$ cat src/hdl/fetch_pkg.sv
`default_nettype none

package fetch_pkg;

  // Address and instruction word width
  localparam int unsigned XLEN = 32;

  // Byte lanes of the instruction bus
  localparam int unsigned BUS_SEL_W = XLEN / 8;

  // Branch era tag carried on the bus cycle tag
  localparam int unsigned ERA_W = 4;

  // Sequential fetch step in bytes
  localparam int unsigned INST_BYTES = 4;

  // FIFO fill count, good for up to 15 entries
  localparam int unsigned FIFO_CNT_W = 4;

endpackage

`default_nettype wire
$ cat src/hdl/fetch_top.sv
`default_nettype none

module fetch_top #(
  parameter int unsigned                FIFO_DEPTH  = 8,
  parameter int unsigned                BTB_ENTRIES = 16,
  parameter logic [fetch_pkg::XLEN-1:0] RESET_PC    = '0
) (
  input  logic                        clk,
  input  logic                        rst,

  input  logic                        exu_vld_i,
  input  logic                        exu_freeze_i,
  input  logic                        exu_br_miss_i,
  input  logic [fetch_pkg::XLEN-1:0]  exu_pc_next_i,
  input  logic                        exu_br_resolve_i,
  input  logic [fetch_pkg::XLEN-1:0]  exu_br_pc_i,
  input  logic [fetch_pkg::XLEN-1:0]  exu_br_target_i,

  output logic [fetch_pkg::XLEN-1:0]  bus_inst_adr_o,
  output logic                        bus_inst_stb_o,
  output logic                        bus_inst_cyc_o,
  output logic                        bus_inst_tga_o,
  output logic [fetch_pkg::ERA_W-1:0] bus_inst_tgc_o,
  input  logic                        bus_inst_ack_i,
  input  logic                        bus_inst_stall_i,
  input  logic [fetch_pkg::XLEN-1:0]  bus_inst_data_i,
  input  logic [fetch_pkg::ERA_W-1:0] bus_inst_tgc_i,

  output logic                        ifu_vld_o,
  output logic [fetch_pkg::XLEN-1:0]  ifu_inst_o,
  output logic [fetch_pkg::XLEN-1:0]  ifu_inst_pc_o,
  output logic                        ifu_inst_br_taken_o,
  output logic [fetch_pkg::XLEN-1:0]  ifu_inst_br_pred_pc_next_o
);
  import fetch_pkg::*;

  logic [XLEN-1:0] fetch_pc;
  logic            pred_taken;
  logic [XLEN-1:0] pred_target;
  logic            btb_upd;

  // Branch resolution from execute trains the BTB
  assign btb_upd = exu_vld_i & exu_br_resolve_i;

  riscv_ifu #(
    .FIFO_DEPTH ( FIFO_DEPTH ),
    .RESET_PC   ( RESET_PC   )
  ) riscv_ifu_i (
    .clk                        ( clk                        ),
    .rst                        ( rst                        ),
    .exu_vld_i                  ( exu_vld_i                  ),
    .exu_freeze_i               ( exu_freeze_i               ),
    .exu_br_miss_i              ( exu_br_miss_i              ),
    .exu_pc_next_i              ( exu_pc_next_i              ),
    .fetch_pc_o                 ( fetch_pc                   ),
    .pred_taken_i               ( pred_taken                 ),
    .pred_target_i              ( pred_target                ),
    .bus_inst_adr_o             ( bus_inst_adr_o             ),
    .bus_inst_data_o            (                            ),
    .bus_inst_we_o              (                            ),
    .bus_inst_sel_o             (                            ),
    .bus_inst_stb_o             ( bus_inst_stb_o             ),
    .bus_inst_cyc_o             ( bus_inst_cyc_o             ),
    .bus_inst_tga_o             ( bus_inst_tga_o             ),
    .bus_inst_tgc_o             ( bus_inst_tgc_o             ),
    .bus_inst_ack_i             ( bus_inst_ack_i             ),
    .bus_inst_stall_i           ( bus_inst_stall_i           ),
    .bus_inst_data_i            ( bus_inst_data_i            ),
    .bus_inst_tgc_i             ( bus_inst_tgc_i             ),
    .ifu_vld_o                  ( ifu_vld_o                  ),
    .ifu_inst_o                 ( ifu_inst_o                 ),
    .ifu_inst_pc_o              ( ifu_inst_pc_o              ),
    .ifu_inst_br_taken_o        ( ifu_inst_br_taken_o        ),
    .ifu_inst_br_pred_pc_next_o ( ifu_inst_br_pred_pc_next_o )
  );

  fetch_btb #(
    .ENTRIES ( BTB_ENTRIES )
  ) fetch_btb_i (
    .clk           ( clk             ),
    .rst           ( rst             ),
    .fetch_pc_i    ( fetch_pc        ),
    .pred_taken_o  ( pred_taken      ),
    .pred_target_o ( pred_target     ),
    .upd_i         ( btb_upd         ),
    .upd_pc_i      ( exu_br_pc_i     ),
    .upd_target_i  ( exu_br_target_i )
  );

endmodule

`default_nettype wire

$ cat src/hdl/riscv_ifu.sv
`default_nettype none

module riscv_ifu #(
  parameter int unsigned                FIFO_DEPTH = 8,
  parameter logic [fetch_pkg::XLEN-1:0] RESET_PC   = '0
) (
  input  logic                            clk,
  input  logic                            rst,

  input  logic                            exu_vld_i,
  input  logic                            exu_freeze_i,
  input  logic                            exu_br_miss_i,
  input  logic [fetch_pkg::XLEN-1:0]      exu_pc_next_i,

  output logic [fetch_pkg::XLEN-1:0]      fetch_pc_o,
  input  logic                            pred_taken_i,
  input  logic [fetch_pkg::XLEN-1:0]      pred_target_i,

  output logic [fetch_pkg::XLEN-1:0]      bus_inst_adr_o,
  output logic [fetch_pkg::XLEN-1:0]      bus_inst_data_o,
  output logic                            bus_inst_we_o,
  output logic [fetch_pkg::BUS_SEL_W-1:0] bus_inst_sel_o,
  output logic                            bus_inst_stb_o,
  output logic                            bus_inst_cyc_o,
  output logic                            bus_inst_tga_o,
  output logic [fetch_pkg::ERA_W-1:0]     bus_inst_tgc_o,

  input  logic                            bus_inst_ack_i,
  input  logic                            bus_inst_stall_i,
  input  logic [fetch_pkg::XLEN-1:0]      bus_inst_data_i,
  input  logic [fetch_pkg::ERA_W-1:0]     bus_inst_tgc_i,

  output logic                            ifu_vld_o,
  output logic [fetch_pkg::XLEN-1:0]      ifu_inst_o,
  output logic [fetch_pkg::XLEN-1:0]      ifu_inst_pc_o,
  output logic                            ifu_inst_br_taken_o,
  output logic [fetch_pkg::XLEN-1:0]      ifu_inst_br_pred_pc_next_o
);
  import fetch_pkg::*;

  // Address queue entry holds PC, taken flag and predicted next PC
  localparam int unsigned AQ_W = 2 * XLEN + 1;

  logic                  frozen;
  logic                  br_miss;
  logic                  req_accept;
  logic                  ack_match;

  logic [XLEN-1:0]       pc;
  logic [XLEN-1:0]       pc_seq;
  logic [XLEN-1:0]       pc_pred_next;
  logic [ERA_W-1:0]      era;
  logic                  clear_q;

  logic                  addr_wr_q;
  logic [AQ_W-1:0]       addr_wdata_q;
  logic [AQ_W-1:0]       addr_rdata;
  logic                  addr_empty;
  logic                  addr_almost_full;

  logic                  data_wr_q;
  logic [XLEN-1:0]       data_wdata_q;
  logic [XLEN-1:0]       data_rdata;
  logic                  data_empty;
  logic [FIFO_CNT_W-1:0] data_count;

  logic                  issue_avail;
  logic                  pop;

  assign frozen  = exu_vld_i & exu_freeze_i;
  assign br_miss = exu_vld_i & exu_br_miss_i;

  assign pc_seq       = pc + XLEN'(INST_BYTES);
  assign pc_pred_next = pred_taken_i ? pred_target_i : pc_seq;

  // Keep issuing while the queue has room for the in-flight responses
  assign bus_inst_stb_o  = ~rst & ~addr_almost_full & ~bus_inst_stall_i;
  assign bus_inst_cyc_o  = bus_inst_stb_o;
  assign bus_inst_adr_o  = pc;
  assign bus_inst_tga_o  = pred_taken_i;
  assign bus_inst_tgc_o  = era;
  assign bus_inst_we_o   = 1'b0;
  assign bus_inst_sel_o  = '1;
  assign bus_inst_data_o = '0;

  assign fetch_pc_o = pc;
  assign req_accept = bus_inst_stb_o & ~bus_inst_stall_i;

  // Responses tagged with an older era belong to a flushed path
  assign ack_match = bus_inst_ack_i & (bus_inst_tgc_i == era);

  assign issue_avail = ~addr_empty & ~data_empty & ~clear_q;
  assign pop         = issue_avail & ~frozen & ~br_miss;

  always_ff @(posedge clk)
    begin
    if (rst)
      begin
      pc        <= RESET_PC;
      era       <= '0;
      clear_q   <= 1'b0;
      addr_wr_q <= 1'b0;
      data_wr_q <= 1'b0;
      end
    else
      begin
      clear_q   <= br_miss;
      addr_wr_q <= req_accept;
      data_wr_q <= ack_match;
      if (br_miss)
        begin
        pc  <= exu_pc_next_i;
        era <= era + 1'b1;
        end
      else if (req_accept)
        begin
        pc <= pc_pred_next;
        end
      end
    end

  always_ff @(posedge clk)
    begin
    addr_wdata_q <= {pc, pred_taken_i, pc_pred_next};
    data_wdata_q <= bus_inst_data_i;
    end

  fetch_fifo #(
    .WIDTH ( AQ_W       ),
    .DEPTH ( FIFO_DEPTH )
  ) addr_fifo_i (
    .clk           ( clk              ),
    .rst           ( rst              ),
    .clear_i       ( clear_q          ),
    .wr_i          ( addr_wr_q        ),
    .wr_data_i     ( addr_wdata_q     ),
    .rd_i          ( pop              ),
    .rd_data_o     ( addr_rdata       ),
    .empty_o       ( addr_empty       ),
    .almost_full_o ( addr_almost_full ),
    .count_o       (                  )
  );

  fetch_fifo #(
    .WIDTH ( XLEN       ),
    .DEPTH ( FIFO_DEPTH )
  ) data_fifo_i (
    .clk           ( clk          ),
    .rst           ( rst          ),
    .clear_i       ( clear_q      ),
    .wr_i          ( data_wr_q    ),
    .wr_data_i     ( data_wdata_q ),
    .rd_i          ( pop          ),
    .rd_data_o     ( data_rdata   ),
    .empty_o       ( data_empty   ),
    .almost_full_o (              ),
    .count_o       ( data_count   )
  );

  // Issue register, held as a whole under freeze
  always_ff @(posedge clk)
    begin
    if (rst)
      ifu_vld_o <= 1'b0;
    else if (br_miss)
      ifu_vld_o <= 1'b0;
    else if (!frozen)
      ifu_vld_o <= issue_avail;
    end

  always_ff @(posedge clk)
    begin
    if (pop)
      begin
      ifu_inst_o                 <= data_rdata;
      ifu_inst_pc_o              <= addr_rdata[AQ_W-1 -: XLEN];
      ifu_inst_br_taken_o        <= addr_rdata[XLEN];
      ifu_inst_br_pred_pc_next_o <= addr_rdata[XLEN-1:0];
      end
    end

  // Address queue margin must also cover the data queue
  a_data_room: assert property (@(posedge clk) disable iff (rst)
    ack_match |=> (data_count != FIFO_CNT_W'(FIFO_DEPTH)) || clear_q);

endmodule

`default_nettype wire

$ cat src/hdl/fetch_btb.sv
`default_nettype none

module fetch_btb #(
  parameter int unsigned ENTRIES = 16
) (
  input  logic                       clk,
  input  logic                       rst,

  input  logic [fetch_pkg::XLEN-1:0] fetch_pc_i,
  output logic                       pred_taken_o,
  output logic [fetch_pkg::XLEN-1:0] pred_target_o,

  input  logic                       upd_i,
  input  logic [fetch_pkg::XLEN-1:0] upd_pc_i,
  input  logic [fetch_pkg::XLEN-1:0] upd_target_i
);
  import fetch_pkg::*;

  localparam int unsigned IDX_W = $clog2(ENTRIES);
  localparam int unsigned TAG_W = XLEN - IDX_W - 2;

  logic              entry_vld    [ENTRIES];
  logic [TAG_W-1:0]  entry_tag    [ENTRIES];
  logic [XLEN-1:0]   entry_target [ENTRIES];

  logic [IDX_W-1:0]  look_idx;
  logic [TAG_W-1:0]  look_tag;
  logic [IDX_W-1:0]  upd_idx;
  logic [TAG_W-1:0]  upd_tag;

  // Word index above the two byte-offset bits
  assign look_idx = fetch_pc_i[IDX_W+1:2];
  assign look_tag = fetch_pc_i[XLEN-1:IDX_W+2];
  assign upd_idx  = upd_pc_i[IDX_W+1:2];
  assign upd_tag  = upd_pc_i[XLEN-1:IDX_W+2];

  always_ff @(posedge clk)
    begin
    if (rst)
      begin
      for (int i = 0; i < ENTRIES; i++)
        entry_vld[i] <= 1'b0;
      end
    else if (upd_i)
      begin
      entry_vld[upd_idx] <= 1'b1;
      end
    end

  always_ff @(posedge clk)
    begin
    if (upd_i)
      begin
      entry_tag[upd_idx]    <= upd_tag;
      entry_target[upd_idx] <= upd_target_i;
      end
    end

  // Taken only on a valid hit
  always_comb
    begin
    pred_taken_o  = entry_vld[look_idx] && (entry_tag[look_idx] == look_tag);
    pred_target_o = entry_target[look_idx];
    end

  // Execute only resolves aligned branch addresses
  a_upd_aligned: assert property (@(posedge clk) disable iff (rst)
    upd_i |-> upd_pc_i[1:0] == 2'b00);

endmodule

`default_nettype wire

$ cat src/hdl/fetch_fifo.sv
`default_nettype none

module fetch_fifo #(
  parameter int unsigned WIDTH = 32,
  parameter int unsigned DEPTH = 8
) (
  input  logic                              clk,
  input  logic                              rst,
  input  logic                              clear_i,
  input  logic                              wr_i,
  input  logic [WIDTH-1:0]                  wr_data_i,
  input  logic                              rd_i,
  output logic [WIDTH-1:0]                  rd_data_o,
  output logic                              empty_o,
  output logic                              almost_full_o,
  output logic [fetch_pkg::FIFO_CNT_W-1:0]  count_o
);
  import fetch_pkg::*;

  localparam int unsigned PTR_W = $clog2(DEPTH);

  logic [WIDTH-1:0]      mem [DEPTH];
  logic [PTR_W-1:0]      wr_ptr;
  logic [PTR_W-1:0]      rd_ptr;
  logic [FIFO_CNT_W-1:0] count;

  // Pointer step with wrap for depths that are not a power of two
  function automatic logic [PTR_W-1:0] ptr_inc(input logic [PTR_W-1:0] ptr);
    if (ptr == PTR_W'(DEPTH - 1))
      return '0;
    return ptr + 1'b1;
  endfunction

  always_ff @(posedge clk)
    begin
    if (wr_i)
      mem[wr_ptr] <= wr_data_i;
    end

  always_ff @(posedge clk)
    begin
    if (rst || clear_i)
      begin
      wr_ptr <= '0;
      rd_ptr <= '0;
      count  <= '0;
      end
    else
      begin
      if (wr_i)
        wr_ptr <= ptr_inc(wr_ptr);
      if (rd_i)
        rd_ptr <= ptr_inc(rd_ptr);
      case ({wr_i, rd_i})
        2'b10:   count <= count + 1'b1;
        2'b01:   count <= count - 1'b1;
        default: count <= count;
      endcase
      end
    end

  // Show-ahead head of queue
  assign rd_data_o     = mem[rd_ptr];
  assign empty_o       = (count == '0);
  assign almost_full_o = (count >= FIFO_CNT_W'(DEPTH - 2));
  assign count_o       = count;

  // Writers must respect the almost-full margin
  a_no_overflow: assert property (@(posedge clk) disable iff (rst)
    wr_i && !rd_i && !clear_i |-> count != FIFO_CNT_W'(DEPTH));

  // Readers only pop a queue that holds data
  a_no_underflow: assert property (@(posedge clk) disable iff (rst)
    rd_i && !clear_i |-> count != '0);

endmodule

`default_nettype wire

$ cat config.mk
export PLATFORM = sky130hd
export DESIGN_NAME = fetch_top
export DESIGN_NICKNAME = d
export VERILOG_FILES = /design/src/hdl/fetch_pkg.sv /design/src/hdl/fetch_top.sv /design/src/hdl/riscv_ifu.sv /design/src/hdl/fetch_btb.sv /design/src/hdl/fetch_fifo.sv
export SDC_FILE = /design/constraint.sdc
export NUM_CORES = 2
export LEC_CHECK = 0
export BUFFER_PORTS_ARGS = -buffer_cell sky130_fd_sc_hd__buf_2
export CORE_MARGIN = 3
export CORE_UTILIZATION = 45
export CTS_CLUSTER_DIAMETER = 30
export CTS_CLUSTER_SIZE = 8
export DETAILED_ROUTE_END_ITERATION = 8
export HOLD_SLACK_MARGIN = 0.06
export PLACE_DENSITY = 0.65
export SYNTH_ARGS = -nofsm -noshare
export SYNTH_HDL_FRONTEND = slang
export SYNTH_SLANG_ARGS = --single-unit
$ cat constraint.sdc
create_clock -name clk -period 12.5 [get_ports clk]
set_clock_uncertainty 0.15 [all_clocks]
set_input_delay 0.625 -clock clk [delete_from_list [all_inputs] [get_ports clk]]
set_output_delay 0.625 -clock clk [all_outputs]
set_load 0.03 [all_outputs]
==> Word level (Yosys, flattened, before mapping) <==
Memory sizes are Yosys's and may differ from the RTL's. A register that Yosys moved wholly into a read port is not among the register bits.
Index checks and enable logic that the tools add are counted.
{ "totals": {"ff_bits": 157, "mem_bits_rw": 1720, "input_bits": 140, "out_inout_bits": 137, "elab_cells": 112, "n_memories": 5} }
{ "op_classes": {"n_addsub": 10, "magnitude_cmp": 1, "n_eq_ne": 10, "muxes": 44, "bitwise": 19, "reduce_logical": 9} }
{ "mem_list": {"columns": ["memory", "depth", "word_bits", "read_ports", "rd_ports_with_merged_regs", "write_ports", "line", "rtl"], "rows": [
  ["riscv_ifu_i.addr_fifo_i.mem", 8, 65, 1, 1, 1, "fetch_fifo.sv:22", "logic [WIDTH-1:0] mem [DEPTH];"],
  ["fetch_btb_i.entry_target", 16, 32, 1, 1, 1, "fetch_btb.sv:24", "logic [XLEN-1:0] entry_target [ENTRIES];"],
  ["fetch_btb_i.entry_tag", 16, 26, 1, 1, 1, "fetch_btb.sv:23", "logic [TAG_W-1:0] entry_tag [ENTRIES];"],
  ["riscv_ifu_i.data_fifo_i.mem", 8, 32, 1, 1, 1, "fetch_fifo.sv:22", null],
  ["fetch_btb_i.entry_vld", 16, 1, 1, 1, 16, "fetch_btb.sv:22", "logic entry_vld [ENTRIES];"]
]} }
{ "ops": {"columns": ["op", "count"], "rows": [
  ["$mux W32", 3],
  ["$add A32 B3 Y32 const B", 1],
  ["$mux W4", 7],
  ["$eq A26 B26 Y1", 1],
  ["$mux W1", 24],
  ["$mux W3", 8],
  ["$pmux W4 S2", 2],
  ["$add A3 B1 Y3 const B", 4],
  ["$add A4 B1 Y4 const B", 3],
  ["$eq A3 B3 Y1 const B", 4],
  ["$and A1 B1 Y1", 11],
  ["$logic_not A4 Y1", 2],
  ["$not A1 Y1", 8],
  ["$sub A4 B1 Y4 const B", 2],
  ["$reduce_bool A2 Y1", 3],
  ["$eq A2 B1 Y1 const B", 2],
  ["$eq A2 B2 Y1 const B", 2],
  ["$eq A4 B4 Y1", 1],
  ["$ge A4 B3 Y1 const B", 1],
  ["$reduce_or A2 Y1", 1],
  ["$logic_and A1 B1 Y1", 1],
  ["$logic_or A1 B1 Y1", 1],
  ["$reduce_or A1 Y1", 1]
]} }

==> Logic depth before layout (Yosys ltp) <==
{ "logic_depth": {"word_depth": 9, "mapped_depth": 16, "depth_no_buf": 12} }

==> Cells and area by module <==
From an unflattened synthesis, not the netlist that was laid out.
{ "unflattened": {"hier_cells": 3551, "area_unflattened_um2": 75632.5} }
{ "by_module_without_submodules": {"columns": ["mod", "instances", "cells_per_inst", "area_per_inst_um2", "seq_area_each_um2"], "rows": [
  ["fetch_btb", 1, 1575, 36367.4, 28187.0],
  ["fetch_fifo at riscv_ifu_i.addr_fifo_i", 1, 825, 20146.8, 15875.2],
  ["fetch_fifo at riscv_ifu_i.data_fifo_i", 1, 444, 10416.2, 7947.6],
  ["riscv_ifu", 1, 706, 8695.8, 5655.4],
  ["fetch_top", 1, 1, 6.3, 0.0]
]} }

==> Worst setup path after synthesis <==
No wires, ideal clock.
{ "synth_path": {"path_type": "input -> register", "from": "input exu_br_pc_i[2] in the netlist's numbering", "to": "memory fetch_btb_i.entry_tag[0][0] in the netlist's numbering (enable)", "setup_ns": 0.548, "t_arrival_ns": 5.057, "required_ns": 11.802, "slack_ns": 6.745, "stages": 2, "path_buffers": 0, "path_cell_list": "or3_1 nor3_1"} }
{ "synth_rtl": {"columns": ["item", "line", "rtl"], "rows": [
  ["from (decl)", "fetch_top.sv:16", "input logic [fetch_pkg::XLEN-1:0] exu_br_pc_i,"],
  ["to (decl)", "fetch_btb.sv:23", null]
]} }
Straight into the memory's write port.

==> impl_metrics.csv <==
group,metric,value,unit
finish,layout.nets,4154,
sta,finalHoldViolCount,0,
sta,period_needed,6.930,ns
placed_design,post_dp_cell_area,0.07829,sq mm
synth,synth-edff-count,1801,
floorplan,io_pins,277,
synth,syn_area,0.07425,sq mm
power_and_ir_drop,power,18280,uW
finish,area.sequential,0.05765,sq mm
routing,ant_nets,0,
sta,finalSetupViolations,0,
routing,postRouteWirelength,181.8,mm
clock_tree,cts-buffers-inserted,402,
power_and_ir_drop,leakagePower,0.03090,uW
clock_tree,tritoncts,"built",
routing,drt_iter0_drc,4346,
finish,fin_util,0.5681,
sta,fin_crit_sh,0.5544,
floorplan,die_w,412.2,microns
synth,yosys.area.top_type,"edfxtp_1",
floorplan,initial_core_util,0.4546,
clock_tree,cts.sinks,1978,
global_routing,grt_max_degree,93,
setup_path,end_kind,"primary output",
placed_design,gp_congestion,0.7707,
global_routing,grt_pass1_vias,38190,
clock_tree,cts_buffer_depth,4,
run_status,outcome,"completed",
clock_tree,ctsResizeCount,0,
setup_path,cp-start-kind,"flop",
power_and_ir_drop,p_per_area,197.0,mW/mm^2
synth,syn-num-nets,3428,
placed_design,port-buffer-count,274,
routing,num_vias,36700,
routing,vias_per_cell,5.654,
finish,final_area,0.09279,sq mm
clock_tree,cts_root_buffer,"clkbuf_16",
placed_design,dpl.hpwl,97.44,mm
setup_path,path_max_fanout,38,
clock_tree,htree_levels,5,
synth,syn_area_per_cell,22.71,sq um
synth,ys_seq_area_frac,0.7760,
clock_tree,clk_pin_slew,0.04,ns
power_and_ir_drop,irDropWorstVdd,0.1521,mV
min_path,holdPathEnd,"riscv_ifu_i.data_wdata_q[18]",
synth,syn_inst,3270,
setup_path,cp.required,11.73,ns
sta,slew_headroom,0.2345,
synth,synthArstFlopShare,0,
floorplan,rows,148,
run,cap_violations,0,
synth,synth_area_leaders,"edfxtp_1, mux4_2, dfxtp_1",
min_path,hp-class,"in -> reg",
synth,synth_ff_type,"edfxtp_1",
setup_path,r2r_slack,6.65,ns
setup_path,crit_type,"reg -> out",
finish,multi_input_area,0.01579,sq mm
sta,tns,0,ns
floorplan,core-area,0.1633,sq mm
sta,timing.fmax,144.3,MHz
global_routing,grt.overflow.total,0,
synth,synth-seq-cells,1978,
global_routing,grtUsageTotal,0.2153,
clock_tree,clk_latency,0.93,ns
sta,finalMaxSlewViolations,0,
finish,area_growth_syn_to_layout,24.96,%
synth,synth_top_area_share,0.7283,
routing,dr.pass1.iters,6,
min_path,holdPathStages,2,
setup_path,worstPathArrival,6.16,ns
min_path,hold_path_startpoint,"bus_inst_data_i[18]",
finish,layout-drive-gt1-share,0.3752,
routing,wire_per_inst,28.00,microns
sta,rsz0062_at_grt,"false",
global_routing,antenna_found_initial,38,
synth,synth-warning-count,0,
sta,worstMarginPinSlew,1.148,ns
synth,ys_types,66,
finish,nFillCells,11820,
setup_path,worstRegToRegCells,11,
floorplan,die_h,412.2,microns
global_routing,grt_pass1_wl,263.7,mm
routing,drc,0,
floorplan,die-area,0.1699,sq mm
per-stage QoR:
stage / hold WS [ns] / instances / setup WS, ns
3_5_place_dp: 0.2653 / 5641 / 6.395
6_report: 0.1976 / 6491 / 5.570
5_1_grt: 0.1495 / 6479 / 5.179
4_1_cts: 0.1273 / 6477 / 5.401
2_1_floorplan: 0.2824 / 3270 / 6.745
3_3_place_gp: 0.2583 / 5641 / 6.370
Yosys cell counts (25+ instances only):
library cell  number
edfxtp_1        1801
mux4_2           453
dfxtp_1          177
mux2_2           108
nor2_1            92
clkbuf_1          65
mux2i_1           49
xnor2_1           42
nand2_1           37
buf_2             32
a21o_1            30
nor4b_1           27
a31o_2            25
xor2_1            25
final cells by class:
class,count,area share
diodes,14,0.0003776
clock inverters,194,0.02492
multi-input cells,1106,0.1702
repair buffers,488,0.03562
clock buffers,516,0.1174
well taps,2175,0.02933
inverters,20,0.0008495
flip-flops and latches,1978,0.6213
cell families (layout without fill, tap and decap cells):
kind of cell,after synthesis,after routing,share of synthesized area
AOI/OAI and AO/OA,131,131,0.01306
xor gates and xnor gates,67,67,0.007903
adders and majority gates,18,18,0.003235
DFF,1978,1978,0.7760
and+or+nand+nor,249,249,0.01737
muxes,641,641,0.1680
other,0,14,0
buffers and inverters,186,1218,0.01437
registers in the layout, summed over array words and instances, names as in the netlist, 32 cells and up, named ones only:
signal / count
riscv_ifu_i.ifu_inst_pc_o: 32
riscv_ifu_i.ifu_inst_br_pred_pc_next_o: 32
riscv_ifu_i.ifu_inst_o: 32
riscv_ifu_i.data_wdata_q: 32
riscv_ifu_i.addr_fifo_i.mem: 520
fetch_btb_i.entry_tag: 416
riscv_ifu_i.addr_wdata_q: 65
riscv_ifu_i.bus_inst_adr_o: 32
fetch_btb_i.entry_target: 512
riscv_ifu_i.data_fifo_i.mem: 256
cell usage in the layout, fill, tap and decap left out, drive strengths merged, types with 17 or more instances in the layout:
master       netlist  layout
edfxtp          1801    1801
clkbuf            68     516
mux4             462     462
buf               87     362
dfxtp            177     177
mux2             130     130
dlygate4sd3        6     126
clkinv             0     120
nor2              92      92
mux2i             49      49
bufinv             0      49
xnor2             42      42
nand2             37      37
a21o              30      30
nor4b             27      27
xor2              25      25
a31o              25      25
inv               20      25
a21oi             24      24
clkinvlp           0      20
nand3             17      17
timing repair:
action | in CTS | in global routing
buffers inserted | 0 | 0
hold buffers | 126 | 0
hold endpoints to repair | 999 | 0
worst max-delay path: stages, from the launching register on:
cell     delay [ns]
dfxtp_4        0.70
buf_4          0.64
buf_4          0.65
mux4_2         0.61
mux4_2         0.50
xnor2_1        0.20
nand4_1        0.24
nor4_1         0.35
and4b_2        0.29
buf_4          0.59
buf_2          0.34
layer usage:
layer,vias up,part of all wire,global-route usage
li1,15290,-,-
met1,19350,0.41,0.3039
met2,1712,0.47,0.3277
met3,329,0.10,0.06386
met4,16,0.021,0.06094
met5,-,0.00057,0
worst max-delay path by stage:
stage	from	to	depth (start not counted)
floorplan	exu_br_pc_i[2]	fetch_btb_i.entry_tag[0][0]	2
detailed placement	flop	bus_inst_tga_o	10
CTS	flop	bus_inst_tga_o	10
finish	flop	bus_inst_tga_o	10
global route	flop	bus_inst_tga_o	10
global placement	flop	bus_inst_tga_o	10
power by group:
part	internal [uW]	switching, uW
combinational	261	330
sequential	7320	83.2
clock	7070	3210
total	14700	3620
No activity file was read; power rests on OpenSTA's default activity.
